===== src/logic/mbox_regs_pkg.sv =====
// mailbox register package: register map, FIFO geometry and APB states
package mbox_regs_pkg;

   // host side register word
   typedef logic [31:0] mbox_word_t;

   // fifo geometry
   localparam int fifo_depth = 32;
   localparam int ptr_w      = 5;
   localparam int cnt_w      = ptr_w + 1;   // occupancy, 0 to fifo_depth
   localparam int entry_w    = 64;          // {src addr, data}

   // byte offsets in the 8 bit APB address space
   localparam logic [7:0] reg_mailbox_lo = 8'h00;   // ro, also mesh target offset
   localparam logic [7:0] reg_mailbox_hi = 8'h04;   // ro, read pops the entry
   localparam logic [7:0] reg_status     = 8'h08;   // ro, [0] not_empty [1] full
   localparam logic [7:0] reg_ctrl       = 8'h0c;   // rw, [0] irq_en

   // status and control bit positions
   localparam int stat_not_empty_bit = 0;
   localparam int stat_full_bit      = 1;
   localparam int ctrl_irq_en_bit    = 0;

   // APB slave handshake states
   typedef enum logic [1:0] {
      ap_idle = 2'd0,
      ap_wait = 2'd1,   // first access cycle, pready low
      ap_done = 2'd2    // second access cycle, pready high
   } apb_state_e;

endpackage


===== src/logic/mesh_pkg.sv =====
// mesh packet package: packet layout, opcodes and identity of this node
package mesh_pkg;

   // packet geometry
   localparam int packet_w = 104;

   // field positions within the packet
   localparam int op_lsb   = 0;
   localparam int op_msb   = 7;
   localparam int dst_lsb  = 8;
   localparam int dst_msb  = 39;
   localparam int data_lsb = 40;
   localparam int data_msb = 71;
   localparam int src_lsb  = 72;
   localparam int src_msb  = 103;

   // packet opcodes, 8 bit field
   typedef enum logic [7:0] {
      mop_read   = 8'h00,
      mop_write  = 8'h01,
      mop_atomic = 8'h02   // not serviced by the mailbox
   } mesh_op_e;

   // identity of this node on the mesh
   localparam logic [11:0] node_id   = 12'h81a;   // matched against dst addr [31:20]
   localparam logic [3:0]  group_mmr = 4'hf;      // register group, dst addr [19:16]

endpackage


===== src/logic/apb_slave_fsm.sv =====
// APB slave for the mailbox: one wait state, register decode, ctrl register and pop
`timescale 1ns/1ps

module apb_slave_fsm
   import mbox_regs_pkg::*;
(
   input  logic               rd_clk,
   input  logic               rst_n,
   input  logic               psel,
   input  logic               penable,
   input  logic               pwrite,
   input  logic [7:0]         paddr,
   input  mbox_word_t         pwdata,
   output mbox_word_t         prdata,
   output logic               pready,
   output logic               pslverr,
   input  logic [entry_w-1:0] rd_data,
   input  logic               empty,
   input  logic               full,
   output logic               pop,
   output logic               irq_en
);

   apb_state_e state;
   apb_state_e state_nxt;
   mbox_word_t rdata_mux;   // read data selected during ap_wait
   mbox_word_t status_word;
   mbox_word_t ctrl_word;
   logic       dec_err;     // bad address or write to a ro register
   logic       err_q;
   logic       hi_rd_q;     // successful mailbox_hi read, pops in ap_done
   logic       ctrl_wr_q;

   // status and control words
   always_comb
   begin
      status_word = '0;
      status_word[stat_not_empty_bit] = ~empty;
      status_word[stat_full_bit]      = full;
      ctrl_word = '0;
      ctrl_word[ctrl_irq_en_bit] = irq_en;
   end

   // address decode, only sampled in ap_wait
   always_comb
   begin
      dec_err   = 1'b0;
      rdata_mux = '0;
      case (paddr)
         reg_mailbox_lo:
         begin
            dec_err   = pwrite;
            rdata_mux = rd_data[31:0];
         end
         reg_mailbox_hi:
         begin
            dec_err   = pwrite;
            rdata_mux = rd_data[63:32];   // entry before the pop
         end
         reg_status:
         begin
            dec_err   = pwrite;
            rdata_mux = status_word;
         end
         reg_ctrl:       rdata_mux = ctrl_word;
         default:        dec_err   = 1'b1;   // unmapped offset
      endcase
      if (pwrite || dec_err)
         rdata_mux = '0;   // no read data on writes or errors
   end

   // handshake: setup -> wait -> done -> idle
   always_comb
   begin
      state_nxt = state;
      case (state)
         ap_idle: if (psel && !penable) state_nxt = ap_wait;
         ap_wait: if (psel && penable)  state_nxt = ap_done;
         ap_done:                       state_nxt = ap_idle;
         default:                       state_nxt = ap_idle;
      endcase
   end

   always_ff @(posedge rd_clk)
   begin
      if (!rst_n)
      begin
         state     <= ap_idle;
         err_q     <= 1'b0;
         hi_rd_q   <= 1'b0;
         ctrl_wr_q <= 1'b0;
         irq_en    <= 1'b0;
      end
      else
      begin
         state <= state_nxt;
         if (state == ap_wait)
         begin
            err_q     <= dec_err;
            hi_rd_q   <= ~pwrite & ~dec_err & (paddr == reg_mailbox_hi);
            ctrl_wr_q <= pwrite & (paddr == reg_ctrl);
         end
         // master holds pwdata through ap_done
         if (state == ap_done && ctrl_wr_q)
            irq_en <= pwdata[ctrl_irq_en_bit];
      end
   end

   // read data, payload register
   always_ff @(posedge rd_clk)
   begin
      if (state == ap_wait)
         prdata <= rdata_mux;
   end

   assign pready  = (state == ap_done);
   assign pslverr = pready & err_q;
   assign pop     = pready & hi_rd_q;   // one cycle strobe

endmodule


===== src/logic/mailbox_top.sv =====
// mailbox top level: mesh decoder, FIFO, APB slave and the level interrupt
`timescale 1ns/1ps

module mailbox_top
   import mesh_pkg::*, mbox_regs_pkg::*;
(
   input  logic                rd_clk,
   input  logic                rst_n,
   input  logic                mesh_access,
   input  logic [packet_w-1:0] mesh_packet,
   input  logic                psel,
   input  logic                penable,
   input  logic                pwrite,
   input  logic [7:0]          paddr,
   input  mbox_word_t          pwdata,
   output mbox_word_t          prdata,
   output logic                pready,
   output logic                pslverr,
   output logic                mailbox_irq
);

   logic               push;
   logic [entry_w-1:0] push_data;
   logic               pop;
   logic               mem_we;
   logic [ptr_w-1:0]   wr_ptr;
   logic [ptr_w-1:0]   rd_ptr;
   logic               empty;
   logic               full;
   logic [entry_w-1:0] rd_data;
   logic               irq_en;

   mesh_decode u_decode (
      .mesh_access (mesh_access),
      .mesh_packet (mesh_packet),
      .push        (push),
      .push_data   (push_data)
   );

   mbox_ptr_ctrl u_ptr (
      .rd_clk (rd_clk),
      .rst_n  (rst_n),
      .push   (push),
      .pop    (pop),
      .mem_we (mem_we),
      .wr_ptr (wr_ptr),
      .rd_ptr (rd_ptr),
      .empty  (empty),
      .full   (full)
   );

   mbox_fifo_mem u_mem (
      .rd_clk    (rd_clk),
      .mem_we    (mem_we),
      .wr_ptr    (wr_ptr),
      .rd_ptr    (rd_ptr),
      .push_data (push_data),
      .rd_data   (rd_data)
   );

   apb_slave_fsm u_apb (
      .rd_clk  (rd_clk),
      .rst_n   (rst_n),
      .psel    (psel),
      .penable (penable),
      .pwrite  (pwrite),
      .paddr   (paddr),
      .pwdata  (pwdata),
      .prdata  (prdata),
      .pready  (pready),
      .pslverr (pslverr),
      .rd_data (rd_data),
      .empty   (empty),
      .full    (full),
      .pop     (pop),
      .irq_en  (irq_en)
   );

   // level irq while anything is queued
   assign mailbox_irq = irq_en & (~empty | full);

endmodule


===== src/logic/mbox_fifo_mem.sv =====
// mailbox FIFO storage: 32 x 64 array, registered write, head entry read async
`timescale 1ns/1ps

module mbox_fifo_mem
   import mbox_regs_pkg::*;
(
   input  logic               rd_clk,
   input  logic               mem_we,
   input  logic [ptr_w-1:0]   wr_ptr,
   input  logic [ptr_w-1:0]   rd_ptr,
   input  logic [entry_w-1:0] push_data,
   output logic [entry_w-1:0] rd_data
);

   logic [entry_w-1:0] mem [fifo_depth];

   // write port, already qualified against full
   always_ff @(posedge rd_clk)
   begin
      if (mem_we)
         mem[wr_ptr] <= push_data;
   end

   // head of queue always visible to the APB side
   // stale when empty, nothing popped then
   assign rd_data = mem[rd_ptr];

endmodule


===== src/logic/mbox_ptr_ctrl.sv =====
// mailbox FIFO pointer control: read/write pointers, occupancy, empty and full
`timescale 1ns/1ps

module mbox_ptr_ctrl
   import mbox_regs_pkg::*;
(
   input  logic             rd_clk,
   input  logic             rst_n,
   input  logic             push,
   input  logic             pop,
   output logic             mem_we,
   output logic [ptr_w-1:0] wr_ptr,
   output logic [ptr_w-1:0] rd_ptr,
   output logic             empty,
   output logic             full
);

   logic [cnt_w-1:0] count;   // entries held
   logic             push_ok;
   logic             pop_ok;

   // flags straight from the count
   assign empty = (count == '0);
   assign full  = (count == cnt_w'(fifo_depth));

   // overflow and underflow refused here only
   assign push_ok = push & ~full;   // full seen before any pop in the same cycle
   assign pop_ok  = pop & ~empty;
   assign mem_we  = push_ok;

   always_ff @(posedge rd_clk)
   begin
      if (!rst_n)
      begin
         wr_ptr <= '0;
         rd_ptr <= '0;
         count  <= '0;
      end
      else
      begin
         if (push_ok)
            wr_ptr <= wr_ptr + 1'b1;   // wraps at depth
         if (pop_ok)
            rd_ptr <= rd_ptr + 1'b1;
         case ({push_ok, pop_ok})
            2'b10:   count <= count + 1'b1;
            2'b01:   count <= count - 1'b1;
            default: count <= count;   // none, or both cancel out
         endcase
      end
   end

endmodule


===== src/logic/mesh_decode.sv =====
// mesh packet decoder: unpacks a packet and requests a FIFO push on mailbox writes
`timescale 1ns/1ps

module mesh_decode
   import mesh_pkg::*, mbox_regs_pkg::*;
(
   input  logic                mesh_access,
   input  logic [packet_w-1:0] mesh_packet,
   output logic                push,
   output logic [entry_w-1:0]  push_data
);

   mesh_op_e    op;
   logic [31:0] dst_addr;
   logic [31:0] data_fld;
   logic [31:0] src_addr;
   logic        node_hit;
   logic        group_hit;
   logic        offset_hit;

   // field split
   assign op       = mesh_op_e'(mesh_packet[op_msb:op_lsb]);
   assign dst_addr = mesh_packet[dst_msb:dst_lsb];
   assign data_fld = mesh_packet[data_msb:data_lsb];
   assign src_addr = mesh_packet[src_msb:src_lsb];

   // address match against this node's mailbox register
   assign node_hit   = (dst_addr[31:20] == node_id);
   assign group_hit  = (dst_addr[19:16] == group_mmr);
   assign offset_hit = (dst_addr[7:2] == reg_mailbox_lo[7:2]);   // word offset only

   // same cycle as the access, ptr ctrl decides if it is taken
   assign push = mesh_access & (op == mop_write) & node_hit & group_hit & offset_hit;

   // low word is the payload, high word tells the host who sent it
   assign push_data = {src_addr, data_fld};

endmodule


===== config.mk =====
export PLATFORM = sky130hd
export DESIGN_NAME = mailbox_top
export DESIGN_NICKNAME = d
export VERILOG_FILES = /design/src/logic/mbox_regs_pkg.sv /design/src/logic/mesh_pkg.sv /design/src/logic/apb_slave_fsm.sv /design/src/logic/mailbox_top.sv /design/src/logic/mbox_fifo_mem.sv /design/src/logic/mbox_ptr_ctrl.sv /design/src/logic/mesh_decode.sv
export SDC_FILE = /design/constraint.sdc
export NUM_CORES = 2
export LEC_CHECK = 0
export ABC_AREA = 1
export BUFFER_PORTS_ARGS = -buffer_cell sky130_fd_sc_hd__buf_2
export CAP_MARGIN = 20
export CORE_MARGIN = 2
export CORE_UTILIZATION = 42
export CTS_CLUSTER_SIZE = 20
export DETAILED_ROUTE_END_ITERATION = 12
export GPL_ROUTABILITY_DRIVEN = 0
export PLACE_DENSITY = 0.64
export SYNTH_ARGS = -nofsm -noshare
export SYNTH_HDL_FRONTEND = slang
export SYNTH_SLANG_ARGS = --single-unit

===== constraint.sdc =====
create_clock -name rd_clk -period 16.81 [get_ports rd_clk]
set_input_delay 4.2025 -clock rd_clk [delete_from_list [all_inputs] [get_ports rd_clk]]
set_output_delay 4.2025 -clock rd_clk [all_outputs]
set_load 0.005 [all_outputs]

### Word level (Yosys, flattened, before mapping)

Memory sizes are Yosys's and may differ from the RTL's. A register that Yosys moved wholly into a read port is not among the register bits.
Index checks and enable logic that the tools add are counted.

* reduce and logical (&&, ||, !) cells: 12
* bitwise logic cells: 17
* mux-type cells: 10
* eq/ne operators: 13
* add/sub/neg operators: 4

Operator list (number)
* $pmux 32 s4: 1
* $eq 8x4->1 const B: 2
* $and 1x1->1: 12
* $eq 12x12->1 const B: 1
* $logic_not 6->1: 2
* $pmux 6 s2: 1
* $add 5x1->5 const B: 2
* $mux 5: 2
* $eq 8x1->1 const B: 1
* $eq 8x3->1 const B: 1
* $logic_not 8->1: 1
* $add 6x1->6 const B: 1
* $eq 6x6->1 const B: 1
* $sub 6x1->6 const B: 1
* $eq 2x1->1 const B: 2
* $eq 2x2->1 const B: 2
* $eq 4x4->1 const B: 1
* $mux 2: 2
* $ne 2x1->1 const B: 2
* $not 1->1: 4
* $pmux 2 s2: 1
* $logic_and 1x1->1: 3
* $reduce_or 3->1: 1
* $logic_not 2->1: 1
* other kinds (7): 8

* word-level logic and storage cells: 66
* memory bits (writable): 2048
* input bits: 150
* output and inout port bits: 35
* memories: 1
* flip-flop bits (word level): 54

Memories
* u_mem.mem: words 32, bits a word 64, rd ports 1, clocked after Yosys merged registers in 1, write ports 1, line mbox_fifo_mem.sv:15 `logic [entry_w-1:0] mem [fifo_depth];`

### Logic depth before layout (Yosys ltp)

* depth after elaboration: 8
* mapped depth: 16

### Hierarchy

Synthesis repeated with hierarchy kept, for this count alone.

* cells, all modules: 7200
* area total of the unflattened synthesis: 85315.6 um^2

Modules (own cells, without submodules)
* mbox_fifo_mem: instances 1, area each 81709.6 um^2, seq. area each 61499.0 um^2, cells an instance 6704
* apb_slave_fsm: instances 1, area each 1989.4 um^2, seq. area each 1081.0 um^2, cells an instance 264
* mbox_ptr_ctrl: instances 1, area each 975.9 um^2, seq. area each 320.3 um^2, cells an instance 127
* mesh_decode: instances 1, area each 624.3 um^2, seq. area each 0.0 um^2, cells an instance 102
* mailbox_top: instances 1, area each 16.3 um^2, seq. area each 0.0 um^2, cells an instance 3

### Worst setup path after synthesis

No wires, ideal clock.

* kind: input to register
* start: input port mesh_packet[7]
* end: memory u_mem.mem[31][0] (enable)
* path slack: 6865 ps
* data arrival time: 9380 ps
* required time: 16245 ps
* cell stages on the path: 9
* library setup time: 565 ps
* cell sequence: nor2_1 > nand2_1 > nor4_1 > nand3_1 > nor2_1 > nand2_1 > inv_1 > nand2_1 > nor3_1

* cells in the longest elaborated chain, start to end: 8

Ends and longest elaborated chain
* start, declared: line mailbox_top.sv:10 `input logic [packet_w-1:0] mesh_packet,`
* $eq 8x1->1: line mesh_decode.sv:33 `assign push = mesh_access & (op == mop_write) & node_hit & group_hit & offset_hit;`
* $and 1x1->1 (4 in series): line mesh_decode.sv:33
* $and 1x1->1: line mbox_ptr_ctrl.sv:27 `assign push_ok = push & ~full;`
* $mux 1: line mbox_fifo_mem.sv:20 `if (mem_we)`
* $mux 1 (implied by the code): line mbox_fifo_mem.sv:21 `mem[wr_ptr] <= push_data;`
* end, declared: line mbox_fifo_mem.sv:15

Every way passes these cells.

### Final worst setup path

* start: input port mesh_packet[34]
* end: memory u_mem.mem[31][4] (enable)

* cells in the longest elaborated chain, start to end: 7

Ends and longest elaborated chain
* $eq 12x12->1: line mesh_decode.sv:28 `assign node_hit = (dst_addr[31:20] == node_id);`
* $and 1x1->1 (3 in series): line mesh_decode.sv:33
* $and 1x1->1: line mbox_ptr_ctrl.sv:27
* $mux 1: line mbox_fifo_mem.sv:20
* $mux 1 (implied by the code): line mbox_fifo_mem.sv:21

Every way passes these cells.

==> metrics.md <==
| Metric | Value |
|---|---|
| Final Power | 10.37 mW |
| Share of cells above drive strength 1 | 7.970% |
| Post-synth top area cell | edfxtp_1 |
| GRT overflow | 0 |
| Die height | 453.1 um |
| Req. time, crit path | 17.27 ns |
| Detailed Routing Iterations Pass 1 | 6 |
| Part of the Yosys area used for sequential elements | 74.37% |
| Synth top area cells | edfxtp_1 74%, nand3_1 11%, nand2_1 11% |
| # nets final | 7,201 |
| Number of setup buffers added after CTS | 0 |
| CP endpoint kind | flop |
| Pin count of the biggest net entering global routing | 258 |
| Most frequent cells in the layout | 2,391 x nand2_1, 2,080 x edfxtp_1, 1,856 x nand3_1 |
| Actual slew at the worst max-slew pin | 1.310 ns |
| Mapped cell area | 84,720 um^2 |
| Met3 usage | 3.867% |
| Post-synth EDFFs | 2,080 |
| Clk sinks | 2,107 |
| GRT Overall Usage | 22.71% |
| Synth Instances | 7,031 |
| Cells after DPL | 9,483 |
| Vias per Instance | 5.616 |
| DR iter-0 viols | 7,133 |
| Routed WL per cell | 24.06 um |
| Die width | 453.1 um |
| Syn_nets | 7,189 |
| Avg Inst Size Synth | 12.05 um^2 |
| Via Count | 55,480 |
| Startpoint Class | input pin |
| Commonest non-fill, non-tap cell in the layout | nand2_1 |
| Clock Tree Buf Depth | 3 |
| Hold Crit Class | reg -> reg |
| Fraction of registers with async set/reset | 0% |
| Status | finished, final reports clean |
| Post-synth top area share | 73.73% |
| Pins Over Slew Limit | 0 |
| Initial antenna violation count | 22 |
| Fin crit share | 44.89% |
| GR peak layer | met2 |
| Hold slack | 0.4726 ns |
| Total CTS buffers | 213 |
| Reg area | 63,020 um^2 |
| Antenna viol nets, final | 0 |
| # fillers | 17,440 |
| Row count | 164 |
| Post-CTS sizing | 0 |
| Met1 GRT Util | 31.27% |
| Final WS setup | 9.265 ns |
| Placed instance area | 87,690 um^2 |
| VDD IR-drop max | 112.4 uV |
| Multi-input logic area | 19,480 um^2 |
| Leak | 32.61 nW |
| Area delta synth->final | 11.26% |
| Minimum clock period | 7.545 ns |
| H-tree depth | 4 |
| Unrepaired setup endpoints after global routing | false |
| Final setup violating endpoints | 0 |
| I/O Buffers | 143 |
| Achievable frequency | 0.1325 GHz |
| Arr. time, crit path | 8.01 ns |
| Worst skew pair latency | 0.84 ns |
| Clock skew | 0.05325 ns |
| Met2 usage | 36.51% |
| Final Hold Viols | 0 |
| Routed wire length | 237,600 um |
| Hold_buf cts | 0 |
| Kind of critical path | in -> reg |
| Power Dens Cells | 110.1 nW/um^2 |
| Core ar. | 200,100 um^2 |
| Synth warn | 0 |
| Max-Cap Viols | 0 |
| IO Pins | 185 |
| Initial Utilization | 42.34% |
| Die ar. | 205,300 um^2 |
| Setup TNS | 0 ns |
| Slew headroom | 12.66% |
| CP max FO | 33 |
| Clk root buf | clkbuf_16 |
| Pre-CTS setup slack | 8.426 ns |
| Vias in the first global route | 52,500 |
| CTS tree | built |
| Cell variety after synth | 31 |
| DP Wirelength | 118,600 um |
| Clk slew on worst S/H paths | 0.06 ns |
| DRC violations left | 0 |
| Design area | 94,260 um^2 |
| Final Util | 47.11% |
| First-pass GRT wire length | 347,200 um |
| Ys flop type | edfxtp_1 |
| Synth Register Bits | 2,107 |
| Post-route insts no fill | 9,878 |
-- cells by family after synthesis --
family	synth area share, %
xor+xnor	0.1137
simple gates	22.11
flops	74.37
buf+inv	2.942
compound gates	0.3471
fa+ha+maj	0.1182
-- state kept, by name, indices dropped and copies added, names as in the netlist, 2 cells and up, named ones only --
| name | cells |
|---|---|
| u_mem.mem | 2048 |
| u_ptr.count | 6 |
| u_ptr.wr_ptr | 5 |
| u_ptr.rd_ptr | 5 |
| u_apb.state | 2 |
| u_apb.prdata | 32 |
-- synthesized netlist by cell type, drive strengths merged (12+ instances only) --
| cell | number |
|---|---|
| buf | 379 |
| edfxtp | 2080 |
| nand2 | 2391 |
| dfxtp | 27 |
| inv | 48 |
| clkbuf | 72 |
| nor2 | 72 |
| nand3 | 1856 |
| a21oi | 43 |
| o21ai | 12 |
-- final cells by class --
type	instances	area share, %
clock buffers	281	6.049
flip-flops and latches	2107	66.86
inverters	49	0.2363
multi-input cells	4424	20.67
repair buffers	248	1.776
clock inverters	106	0.8708
well taps	2656	3.526
diodes	7	0.01858
-- layer usage --
metal  routed length (um)  up-vias
met5                   62        -
met1                95880    27400
met2               112600     2704
met4                 7746        8
met3                21370      417
li1                     -    24950
-- power breakdown --
group / internal, mW / switching [mW]
Combinational: 0.0139 / 0.0927
Sequential: 5.77 / 0.00594
Clock: 2.53 / 1.96
Total: 8.31 / 2.06
-- final timing paths --
path / end / slack, ns / depth (start not counted) / from
hold reg to reg: u_apb.err_q$_SDFFE_PN0N_ / 0.47 / 2 / u_apb.err_q$_SDFFE_PN0N_
hold / removal: u_apb.err_q$_SDFFE_PN0N_ / 0.47 / 2 / u_apb.err_q$_SDFFE_PN0N_
setup reg to reg: u_apb.prdata[22]$_SDFFCE_PP0N_ / 11.50 / 11 / flop
setup / recovery: u_mem.mem[31][4]$_DFFE_PP_ / 9.26 / 10 / mesh_packet[34]
-- critical path, stage by stage --
cell     delay [ns]
buf_2          0.11
nor4_1         0.32
nand4_1        0.14
nor2_1         0.18
nand2_1        0.14
inv_1          0.18
nand2_1        0.37
nor3_2         0.91
buf_4          0.71
buf_4          0.71
No activity file was read; power rests on OpenSTA's default activity.
